==> src/verilog/cache_line_pkg.sv <==
package cache_line_pkg;

	localparam int WORD_W         = 16;
	localparam int WORDS_PER_LINE = 4;

	// one 64-bit line, flat for storage and the bus, as words for select and merge
	typedef union packed {
		logic [WORD_W*WORDS_PER_LINE-1:0]      flat;
		logic [WORDS_PER_LINE-1:0][WORD_W-1:0] words;  // word 0 in low bits
	} cache_line_u;

	// controller FSM
	typedef enum logic [1:0] {
		idle       = 2'd0,
		write_back = 2'd1,
		fill_data  = 2'd2,
		fill_instr = 2'd3
	} ctrl_state_e;

endpackage

==> src/verilog/mem_addr_pkg.sv <==
package mem_addr_pkg;

	// word address split: tag | index | offset
	localparam int ADDR_W   = 16;
	localparam int TAG_W    = 8;
	localparam int INDEX_W  = 6;
	localparam int OFFSET_W = 2;

	// whole-line address on the memory bus, tag followed by index
	typedef logic [TAG_W+INDEX_W-1:0] line_addr_t;

endpackage
==> src/verilog/cache_controller.sv <==
module cache_controller (
	input  logic                                  clk,
	input  logic                                  i_arst_n,
	input  logic                                  i_i_acc,
	input  logic                                  i_d_acc,
	input  logic                                  i_d_write,
	input  logic [mem_addr_pkg::ADDR_W-1:0]       i_i_addr,
	input  logic [mem_addr_pkg::ADDR_W-1:0]       i_d_addr,
	input  logic [cache_line_pkg::WORD_W-1:0]     i_wr_data,
	input  logic                                  i_i_hit,
	input  logic                                  i_d_hit,
	input  logic                                  i_d_dirty,
	input  logic [mem_addr_pkg::TAG_W-1:0]        i_d_tag,
	input  cache_line_pkg::cache_line_u           i_d_line,
	input  logic                                  i_wb_ack,
	input  logic [cache_line_pkg::WORD_W*cache_line_pkg::WORDS_PER_LINE-1:0] i_wb_dat,
	output logic                                  o_i_we,
	output logic                                  o_d_we,
	output logic                                  o_d_wr_dirty,
	output cache_line_pkg::cache_line_u           o_i_line,
	output cache_line_pkg::cache_line_u           o_d_line,
	output logic                                  o_wb_cyc,
	output logic                                  o_wb_stb,
	output logic                                  o_wb_we,
	output mem_addr_pkg::line_addr_t              o_wb_adr,
	output logic [cache_line_pkg::WORD_W*cache_line_pkg::WORDS_PER_LINE-1:0] o_wb_dat,
	output logic                                  o_stall
);
	import mem_addr_pkg::*;
	import cache_line_pkg::*;

	ctrl_state_e state;
	logic        wb_req;    // drives cyc and stb together
	logic        wb_we;
	logic        d_miss;
	logic        i_miss;
	logic        wr_hit;
	logic        start_wb;
	cache_line_u fill_line;
	cache_line_u merged;

	assign d_miss = i_d_acc & ~i_d_hit;
	assign i_miss = i_i_acc & ~i_i_hit;

	assign o_stall = (state != idle) | d_miss | i_miss;

	// write hit completes only when nothing stalls
	assign wr_hit = (state == idle) & i_d_acc & i_d_write & i_d_hit & ~o_stall;

	// open a bus cycle once per state, bus idles for a cycle after each ack
	assign start_wb = (state != idle) & ~wb_req;

	always_comb begin
		merged = i_d_line;
		merged.words[i_d_addr[OFFSET_W-1:0]] = i_wr_data;  // overlay the written word
	end

	assign fill_line = i_wb_dat;

	always_ff @(posedge clk or negedge i_arst_n) begin
		if (!i_arst_n) begin
			state  <= idle;
			wb_req <= 1'b0;
			wb_we  <= 1'b0;
		end else begin
			unique case (state)
				idle: begin
					if (d_miss)
						state <= i_d_dirty ? write_back : fill_data;  // data side first
					else if (i_miss)
						state <= fill_instr;
				end
				write_back: begin
					if (start_wb) begin
						wb_req <= 1'b1;
						wb_we  <= 1'b1;
					end else if (i_wb_ack) begin
						wb_req <= 1'b0;
						wb_we  <= 1'b0;
						state  <= fill_data;  // victim out, now fetch
					end
				end
				fill_data, fill_instr: begin
					if (start_wb) begin
						wb_req <= 1'b1;
					end else if (i_wb_ack) begin
						wb_req <= 1'b0;
						state  <= idle;
					end
				end
				default: state <= idle;
			endcase
		end
	end

	// bus address and write data
	always_ff @(posedge clk) begin
		if (start_wb) begin
			unique case (state)
				write_back: begin
					o_wb_adr <= {i_d_tag, i_d_addr[OFFSET_W +: INDEX_W]};  // victim line
					o_wb_dat <= i_d_line.flat;
				end
				fill_data:  o_wb_adr <= i_d_addr[ADDR_W-1:OFFSET_W];
				fill_instr: o_wb_adr <= i_i_addr[ADDR_W-1:OFFSET_W];
				default:    o_wb_adr <= o_wb_adr;
			endcase
		end
	end

	assign o_wb_cyc = wb_req;
	assign o_wb_stb = wb_req;
	assign o_wb_we  = wb_we;

	assign o_i_we       = (state == fill_instr) & i_wb_ack;
	assign o_i_line     = fill_line;
	assign o_d_we       = ((state == fill_data) & i_wb_ack) | wr_hit;
	assign o_d_wr_dirty = wr_hit;  // fills are clean
	assign o_d_line     = wr_hit ? merged : fill_line;

endmodule

==> config.mk <==
export PLATFORM = sky130hd
export DESIGN_NAME = cache_controller
export DESIGN_NICKNAME = d
export VERILOG_FILES = /design/src/verilog/cache_line_pkg.sv /design/src/verilog/mem_addr_pkg.sv /design/src/verilog/cache_controller.sv
export SDC_FILE = /design/constraint.sdc
export NUM_CORES = 1
export LEC_CHECK = 0
export BUFFER_PORTS_ARGS = -buffer_cell sky130_fd_sc_hd__buf_2
export CORE_AREA = 2 2 157 159
export CTS_CLUSTER_DIAMETER = 150
export DETAILED_ROUTE_END_ITERATION = 8
export DIE_AREA = 0 0 159 161
export SETUP_SLACK_MARGIN = 0.15
export SLEW_MARGIN = 5
export SYNTH_ARGS = -nofsm -noshare
export SYNTH_HDL_FRONTEND = slang
export SYNTH_SLANG_ARGS = --single-unit
==> constraint.sdc <==
create_clock -name clk -period 7.64 [get_ports clk]
set_clock_uncertainty 0.05 [all_clocks]
set_input_delay 0.764 -clock clk [delete_from_list [all_inputs] [get_ports clk]]
set_output_delay 0.764 -clock clk [all_outputs]
set_load 0.03 [all_outputs]
=== After elaboration in Yosys (flattened, before gate mapping) ===
Cells that the tools add are included.
W data, S select, Z words.

* Register bits: 82
* Input bits: 193
* Output and inout port bits: 213
* Logic and storage cells: 58

* Order comparisons: 2
* Equality and inequality tests: 8
* Multiplexer cells: 15
* Bitwise logic cells: 16
* Reductions and logical operators: 12

{| class="wikitable"
|+ Operator list
! operator !! count
|-
| $bwmux W64 || 1
|-
| $mux W64 || 1
|-
| $pmux W14 S3 || 1
|-
| $demux W16 S2 || 1
|-
| $mux W16 || 1
|-
| $mux W2 || 7
|-
| $and A1 B1 Y1 || 9
|-
| $ne A2 B2 Y1 const B || 4
|-
| $reduce_and A2 Y1 || 4
|-
| $pmux W2 S3 || 1
|-
| $reduce_and A5 Y1 || 1
|-
| $eq A2 B2 Y1 const B || 2
|-
| $not A1 Y1 || 4
|-
| $reduce_bool A2 Y1 || 2
|-
| $lt A2 B3 Y1 const B || 1
|-
| $ne A3 B3 Y1 const B || 1
|-
| $or A1 B1 Y1 || 3
|-
| $reduce_bool A3 Y1 || 1
|-
| $reduce_or A3 Y1 || 1
|-
| $eq A2 B1 Y1 const B || 1
|-
| $ge A2 B1 Y1 const B || 1
|-
| $logic_not A2 Y1 || 1
|-
| $mux W1 || 2
|-
| $reduce_or A2 Y1 || 1
|-
| $logic_and A1 B1 Y1 || 1
|}

=== Depth between registers and ports, before layout ===
Gate-level depths: netlist (run 1).

* Depth in word-level cells: 7
* Mapped depth: 6
* Gate-level depth less buffers: 3

=== Least setup slack after synthesis (run 1) ===
OpenSTA, ideal clock, no wires.

* Path type: register to register
* Start: register wb_req, in the netlist o_wb_cyc
* End: register o_wb_dat[0] (netlist bit) (enable)
* Setup time: 0.486 ns
* Arrival: 3.286 ns
* Data required time: 7.104 ns
* Slack: 3.818 ns
* Stages on the path, launching flop included: 2
* Buffers on the path: 0
* Cell sequence: dfrtp_1 > nor2_1

* Longest elaborated chain between the ends: 3

{| class="wikitable"
|+ RTL lines
! what !! line !! source
|-
| from (decl) || cache_controller.sv:33 || <nowiki>logic wb_req;</nowiki>
|-
| from (signal assigned) || cache_controller.sv:63 || <nowiki>wb_req <= 1'b0;</nowiki>
|-
| from (signal assigned) || cache_controller.sv:75 || <nowiki>wb_req <= 1'b1;</nowiki>
|-
| from (signal assigned) || cache_controller.sv:78 || <nowiki>wb_req <= 1'b0;</nowiki>
|-
| $not A1 Y1 || cache_controller.sv:51 || <nowiki>assign start_wb = (state != idle) & ~wb_req;</nowiki>
|-
| $and A1 B1 Y1 || cache_controller.sv:51 ||
|-
| $reduce_and A2 Y1 (no source line) || -- ||
|-
| to (signal assigned) || cache_controller.sv:102 || <nowiki>o_wb_dat <= i_d_line.flat;</nowiki>
|-
| to (decl) || cache_controller.sv:26 || <nowiki>output logic [cache_line_pkg::WORD_W*cache_line_pkg::WORDS_PER_LINE-1:0] o_wb_dat,</nowiki>
|}

Every way passes these cells.
A chain may end at the register's enable or synchronous reset.

==> results.json, run 1 <==
{
  "synth-edff-count": 78,
  "die_x_um": 159,
  "drtAntennaViolNets": 0,
  "ir_drop_mv": 0.1220,
  "cts-resized-gates": 0,
  "max_freq_mhz": 287.5,
  "cts_root_buffer": "clkbuf_16",
  "clk_latency_ns": 0.33,
  "syn_nets": 546,
  "cts_sinks": 82,
  "ys_types": 23,
  "ys.flop_type": "edfxtp_1",
  "regToRegSetupSlack_ns": 5.33,
  "drt_iter0_drc": 183,
  "antenna_found_initial": 0,
  "vias": 4080,
  "area_growth_syn_to_layout_pct": 44.12,
  "p_total_mw": 1.748,
  "routabilityCongestion": 0.8433,
  "setup_tns_ns": 0,
  "fin_crit_ns": 3.479,
  "cts_max_path_buffers": 2,
  "crit_fanout": 36,
  "cp.required_ns": 6.83,
  "dp_slack_ns": 4.136,
  "cts_hold_buf": 0,
  "synth_area_um2": 4886,
  "dpl_cell_area_um2": 6756,
  "cap_violations": 0,
  "seq_area_frac_synth_pct": 49.99,
  "clkTransAtPathRegs_ns": 0.06,
  "p_per_area_nw_per_um2": 248.2,
  "relSlewSlack_pct": 22.00,
  "gr-usage-all-layers_pct": 13.02,
  "vias_per_cell": 4.004,
  "status": "complete, no violations",
  "crit_cells": 5,
  "avgSynthCellArea_um2": 13.84,
  "boundaryPins": 406,
  "slew_violations": 0,
  "row_count": 57,
  "cp_cell_sequence": "or2_1 > nor3b_4 > buf_4 > mux2_1 > buf_2",
  "cts_tree": "done",
  "tightestPinTransition_ns": 1.166,
  "post_drt_wl_per_cell_um": 17.14,
  "setup_viol": 0,
  "dr.pass1.iters": 4,
  "fp.dieArea_um2": 25600,
  "drc": 0,
  "grt_pass1_vias": 4137,
  "antenna_cells": 0,
  "timing.rr.end": "o_wb_dat[33]$_DFFE_PP_",
  "cts_setup_buffers": 0,
  "crit_arrival_ns": 2.66,
  "fin_area_um2": 7042,
  "start_util_pct": 20.39,
  "hold_viol_final": 0,
  "worst_hold_path_type": "input pin to asynchronous set/reset pin",
  "rsz0062_at_grt": "no",
  "drt_wl_total_um": 17470,
  "async_reset_ff_share_pct": 4.878,
  "slowest_stage": "dfrtp_1",
  "ys.warnings.count": 0,
  "fin_ws_ns": 4.161,
  "overflow": 0,
  "timing.final.crit_share_pct": 45.53,
  "htreeDepth": 3,
  "grt_pass1_wl_um": 24940,
  "p_leak_nw": 3.166,
  "ys_seq_elements": 82,
  "cts_made_buffers": 9,
  "crit_buf_inv": 2,
  "grt_start_max_net_pins": 65,
  "die_y_um": 161,
  "io_buffer_count": 403,
  "core-area_um2": 23960,
  "r2r_start": "state[0]$_DFFE_PN0P_",
  "syn-instance-count": 353,
  "crit_path_max_incr_delay_ns": 0.62,
  "final_nets": 884,
  "rr_worst_depth": 3,
  "setup.worst_path.end_class": "output port",
  "dpl.hpwl_um": 14050,
  "cp-start-kind": "flop",
  "drive_above_1_share_pct": 74.82,
  "cp_top_family": "buffers and inverters",
  "nFillCells": 2524,
  "crit_type": "flop to output port"
}
## worst max path at each step
stage,start,to
floorplan,o_wb_cyc$_DFFE_PN0P_,o_wb_dat[0]$_DFFE_PP_
global placement,i_d_addr[0],o_d_line[15]
detailed placement,i_d_addr[0],o_d_line[15]
CTS,state[0]$_DFFE_PN0P_,o_d_line[38]
global route,state[1]$_DFFE_PN0P_,o_d_line[38]
finish,state[0]$_DFFE_PN0P_,o_d_line[38]
## cell usage after synthesis, types with 2 or more instances
cell / instances / share of area [%]
and3_1: 2 / 0.26
a21oi_1: 9 / 0.92
nor2_1: 13 / 1.0
dfrtp_1: 4 / 2.0
edfxtp_1: 78 / 48
inv_1: 2 / 0.15
buf_8: 3 / 0.92
mux2_1: 40 / 9.2
nand2_1: 5 / 0.38
nand2b_1: 5 / 0.64
mux2i_1: 8 / 1.6
buf_4: 66 / 10
buf_6: 2 / 0.46
buf_2: 7 / 0.72
o21ai_0: 4 / 0.41
clkbuf_1: 4 / 0.31
mux2_2: 95 / 22
## state kept, by name (all words and copies together) (netlist names)
name and count:
o_wb_we 1, state 2, o_wb_dat 64, o_wb_cyc 1, o_wb_adr 14
## power breakdown
| part | internal, mW | switching (mW) | total (mW) | leakage [nW] |
|---|---|---|---|---|
| Combinational | 0.212 | 0.443 | 0.655 | 2.28 |
| Sequential | 0.605 | 0.0541 | 0.659 | 0.757 |
| Clock | 0.251 | 0.184 | 0.434 | 0.128 |
## metrics by stage
step                      cells  util (%)  hold slack (ns)
final                      1019     29.39           0.1750
after global routing       1019     29.39           0.1547
after CTS                  1019     29.39           0.1573
after detailed placement   1004     28.20           0.4637
after global placement     1004     28.20           0.4381
after floorplan             353         -           0.4184
## metal layers
layer | vias to the layer above | global-route usage [%] | share of wire (%)
met4 | 0 | 3.719 | 1.4
met3 | 10 | 3.544 | 7.2
met5 | - | 0 | 0
met2 | 214 | 23.79 | 51
li1 | 1924 | - | -
met1 | 1932 | 14.92 | 40
## logic make-up (layout without fill, tap and decap cells)
family / count (synthesis) / count (layout) / synth area share, %
buffers and inverters: 84 / 426 / 12.70
DFF: 82 / 82 / 49.99
and+or+nand+nor: 30 / 30 / 3.073
muxes: 143 / 143 / 32.75
AOI/OAI and AO/OA: 14 / 14 / 1.485
## final cells by class
class	instances	area [µm²]	area share, %
clock buffer	10	229.0	3.252
clock inverter	5	56.30	0.7996
inverter	2	7.507	0.1066
multi-input combinational	187	1839	26.12
sequential	82	2442	34.68
tap	324	405.4	5.757
timing repair buffer	409	2062	29.28
## layout by cell type (no fill, tap or decap), drive strengths merged
cell      count
nand2b        5
mux2i         8
dfrtp         4
nor3b         1
o21ai         4
clkinv        1
nor4b         1
mux2        135
clkbuf       10
o21bai        1
or2           1
nand2         5
inv           2
buf         409
nand3         1
bufinv        1
nor4          1
and3          2
a21oi         9
edfxtp       78
nor2         13
clkinvlp      3
No activity file was read; power rests on OpenSTA's default activity.
==> inputs of run 2 (changes only) <==
--- a/config.mk
+++ b/config.mk
@@ -6,10 +6,10 @@
 export NUM_CORES = 1
 export LEC_CHECK = 0
 export BUFFER_PORTS_ARGS = -buffer_cell sky130_fd_sc_hd__buf_2
-export CORE_AREA = 2 2 157 159
+export CORE_AREA = 2 2 158 160
 export CTS_CLUSTER_DIAMETER = 150
 export DETAILED_ROUTE_END_ITERATION = 8
-export DIE_AREA = 0 0 159 161
+export DIE_AREA = 0 0 160 162
 export SETUP_SLACK_MARGIN = 0.15
 export SLEW_MARGIN = 5
 export SYNTH_ARGS = -nofsm -noshare
==> constraint.sdc (replaced) <==
create_clock -name clk -period 3.6 [get_ports clk]
set_clock_uncertainty 0.05 [all_clocks]
set_input_delay 0.36 -clock clk [delete_from_list [all_inputs] [get_ports clk]]
set_output_delay 0.36 -clock clk [all_outputs]
set_load 0.03 [all_outputs]
==> run 2 against run 1 <==
Design area increased by 0.78%. Power up 110%. Sequential power increased by 110%. Register-to-register slack worse by 3.8 ns. Combinational power rose by 120%. Clock-buffer cell count down 1. Clock power is 120% higher. Non-clock buffer count up 5. Sequential share of layout area decreased by 0.27 points. Largest cell class unchanged.
==> results.json, run 2 (synthesis gave the netlist of run 1 again) <==
{
  "cts_sinks": 82,
  "crit_path_end": "o_d_line[63]",
  "rr_worst_depth": 3,
  "setup_tns_ns": 0,
  "area_growth_syn_to_layout_pct": 45.25,
  "fp.dieArea_um2": 25920,
  "crit_path_max_incr_delay_ns": 0.61,
  "top_usage_layer": "met2",
  "setup_viol": 0,
  "vias": 4074,
  "cp_cell_sequence": "or2_1 > nor3b_4 > buf_4 > mux2_2 > buf_2",
  "grt_use_met2_pct": 21.92,
  "timing.final.crit_share_pct": 84.87,
  "htreeDepth": 3,
  "cts_setup_buffers": 0,
  "start_util_pct": 20.27,
  "routabilityCongestion": 0.8429,
  "die_y_um": 162,
  "drive_above_1_share_pct": 75.04,
  "timing.rr.end": "o_wb_dat[23]$_DFFE_PP_",
  "relSlewSlack_pct": 57.22,
  "clk_latency_ns": 0.33,
  "drtAntennaViolNets": 0,
  "row_count": 57,
  "reg_top3": "o_wb_dat x64, o_wb_adr x14, state x2",
  "drc": 0,
  "met1_usage_pct": 15.09,
  "final_common_cell": "buf_2",
  "grt_pass1_wl_um": 24080,
  "slew_violations": 0,
  "drt_iter0_drc": 139,
  "final_nets": 889,
  "largest_reg_flops": 64,
  "fin_ws_ns": 0.5447,
  "top_register": "o_wb_dat",
  "p_leak_nw": 3.202,
  "core-area_um2": 24110,
  "dr.pass1.iters": 4,
  "cap_violations": 0,
  "nFillCells": 2537,
  "tightestPinTransition_ns": 0.6417,
  "grt_pass1_vias": 4018,
  "die_x_um": 160,
  "ir_drop_mv": 0.2129,
  "vias_per_cell": 3.975,
  "boundaryPins": 406,
  "cp-start-kind": "flop",
  "cts-resized-gates": 0,
  "max_freq_mhz": 327.3,
  "grt_start_max_net_pins": 41,
  "clkTransAtPathRegs_ns": 0.08,
  "antenna_found_initial": 1,
  "hold_viol_final": 0,
  "drt_wl_total_um": 17130,
  "cp.required_ns": 3.19,
  "crit_fanout": 36,
  "crit_arrival_ns": 2.65,
  "dp_slack_ns": 0.9170,
  "cts_made_buffers": 9,
  "cts_max_path_buffers": 2,
  "rsz0062_at_grt": "no",
  "r2r_start": "state[0]$_DFFE_PN0P_",
  "antenna_cells": 0,
  "layout_common_cells": "buf_2, mux2_2, edfxtp_1, mux2_1, nor2_1",
  "cts_tree": "done",
  "use_met3_pct": 3.269,
  "fin_crit_ns": 3.055,
  "setup.worst_path.end_class": "output port",
  "multiInputGateArea_um2": 1839,
  "worst_hold_path_type": "input pin to flop",
  "gr-usage-all-layers_pct": 12.46,
  "regArea_um2": 2442,
  "slowest_stage": "dfrtp_1",
  "crit_type": "flop to output port",
  "overflow": 0,
  "status": "complete, no violations",
  "cts_root_buffer": "clkbuf_16",
  "p_total_mw": 3.753,
  "critical_path.startpoint": "state[1]$_DFFE_PN0P_",
  "post_drt_wl_per_cell_um": 16.71,
  "regToRegSetupSlack_ns": 1.53,
  "io_buffer_count": 403,
  "dpl.hpwl_um": 14060,
  "p_per_area_nw_per_um2": 528.8
}
## run 2: cell count changes in the layout (fill, tap and decap cells not counted), sizes merged
cell and change:
buf +4, clkbuf -1, clkinvlp -1, dlygate4sd3 +1, inv +3
## run 2: per-stage QoR
step | utilization (%) | std cells | hold WS, ns | area, µm²
3_3_place_gp | 28.15 | 1008 | 0.1242 | 6787
3_5_place_dp | 28.15 | 1008 | 0.1226 | 6787
6_report | 29.44 | 1025 | 0.1431 | 7097
4_1_cts | 29.44 | 1025 | 0.1188 | 7097
5_1_grt | 29.44 | 1025 | 0.1261 | 7097
2_1_floorplan | - | 353 | 0.01441 | 4888
## run 2: layout make-up
cell class              count  area share, %
inverters                   2         0.1058
repair buffers            414          29.62
well taps                 324          5.712
flip-flops and latches     82          34.41
clock inverters             7          1.058
clock buffers               9          3.173
multi-input cells         187          25.92
## run 2: worst max-delay path, delay by kind of cell (launching register included)
family	cells	cell delay, ns
flops	1	0.61
simple gates	2	0.60
buf+inv	2	0.63
mux	1	0.43
## run 2: how the worst min path moves through the flow
stage	start	end	slack, ns	cells after the start
global route	i_d_line[36]	o_wb_dat[36]$_DFFE_PP_	0.13	1
floorplan	i_arst_n	o_wb_cyc$_DFFE_PN0P_	0.01	0
detailed placement	i_arst_n	o_wb_we$_DFFE_PN0P_	0.12	1
CTS	i_d_line[36]	o_wb_dat[36]$_DFFE_PP_	0.12	1
global placement	i_arst_n	o_wb_we$_DFFE_PN0P_	0.12	1
finish	i_d_line[36]	o_wb_dat[36]$_DFFE_PP_	0.14	1
## run 2: where the power goes
part / internal [mW] / total [mW] / leakage, nW / switching [mW]
Clock: 0.543 / 0.958 / 0.140 / 0.415
Combinational: 0.462 / 1.41 / 2.30 / 0.944
Sequential: 1.28 / 1.39 / 0.757 / 0.110
Total: 2.28 / 3.75 / 3.20 / 1.47
## run 2: what timing repair did
item                                    CTS  global route
endpoints found under the setup margin    0             0
hold buffers                              1             0
hold endpoints to repair                  4             0
## run 2: layer usage
metal / vias up / routed length, µm
li1: 1934 / -
met1: 1903 / 7167
met2: 230 / 8620
met3: 7 / 1168
met4: 0 / 172
met5: - / 0
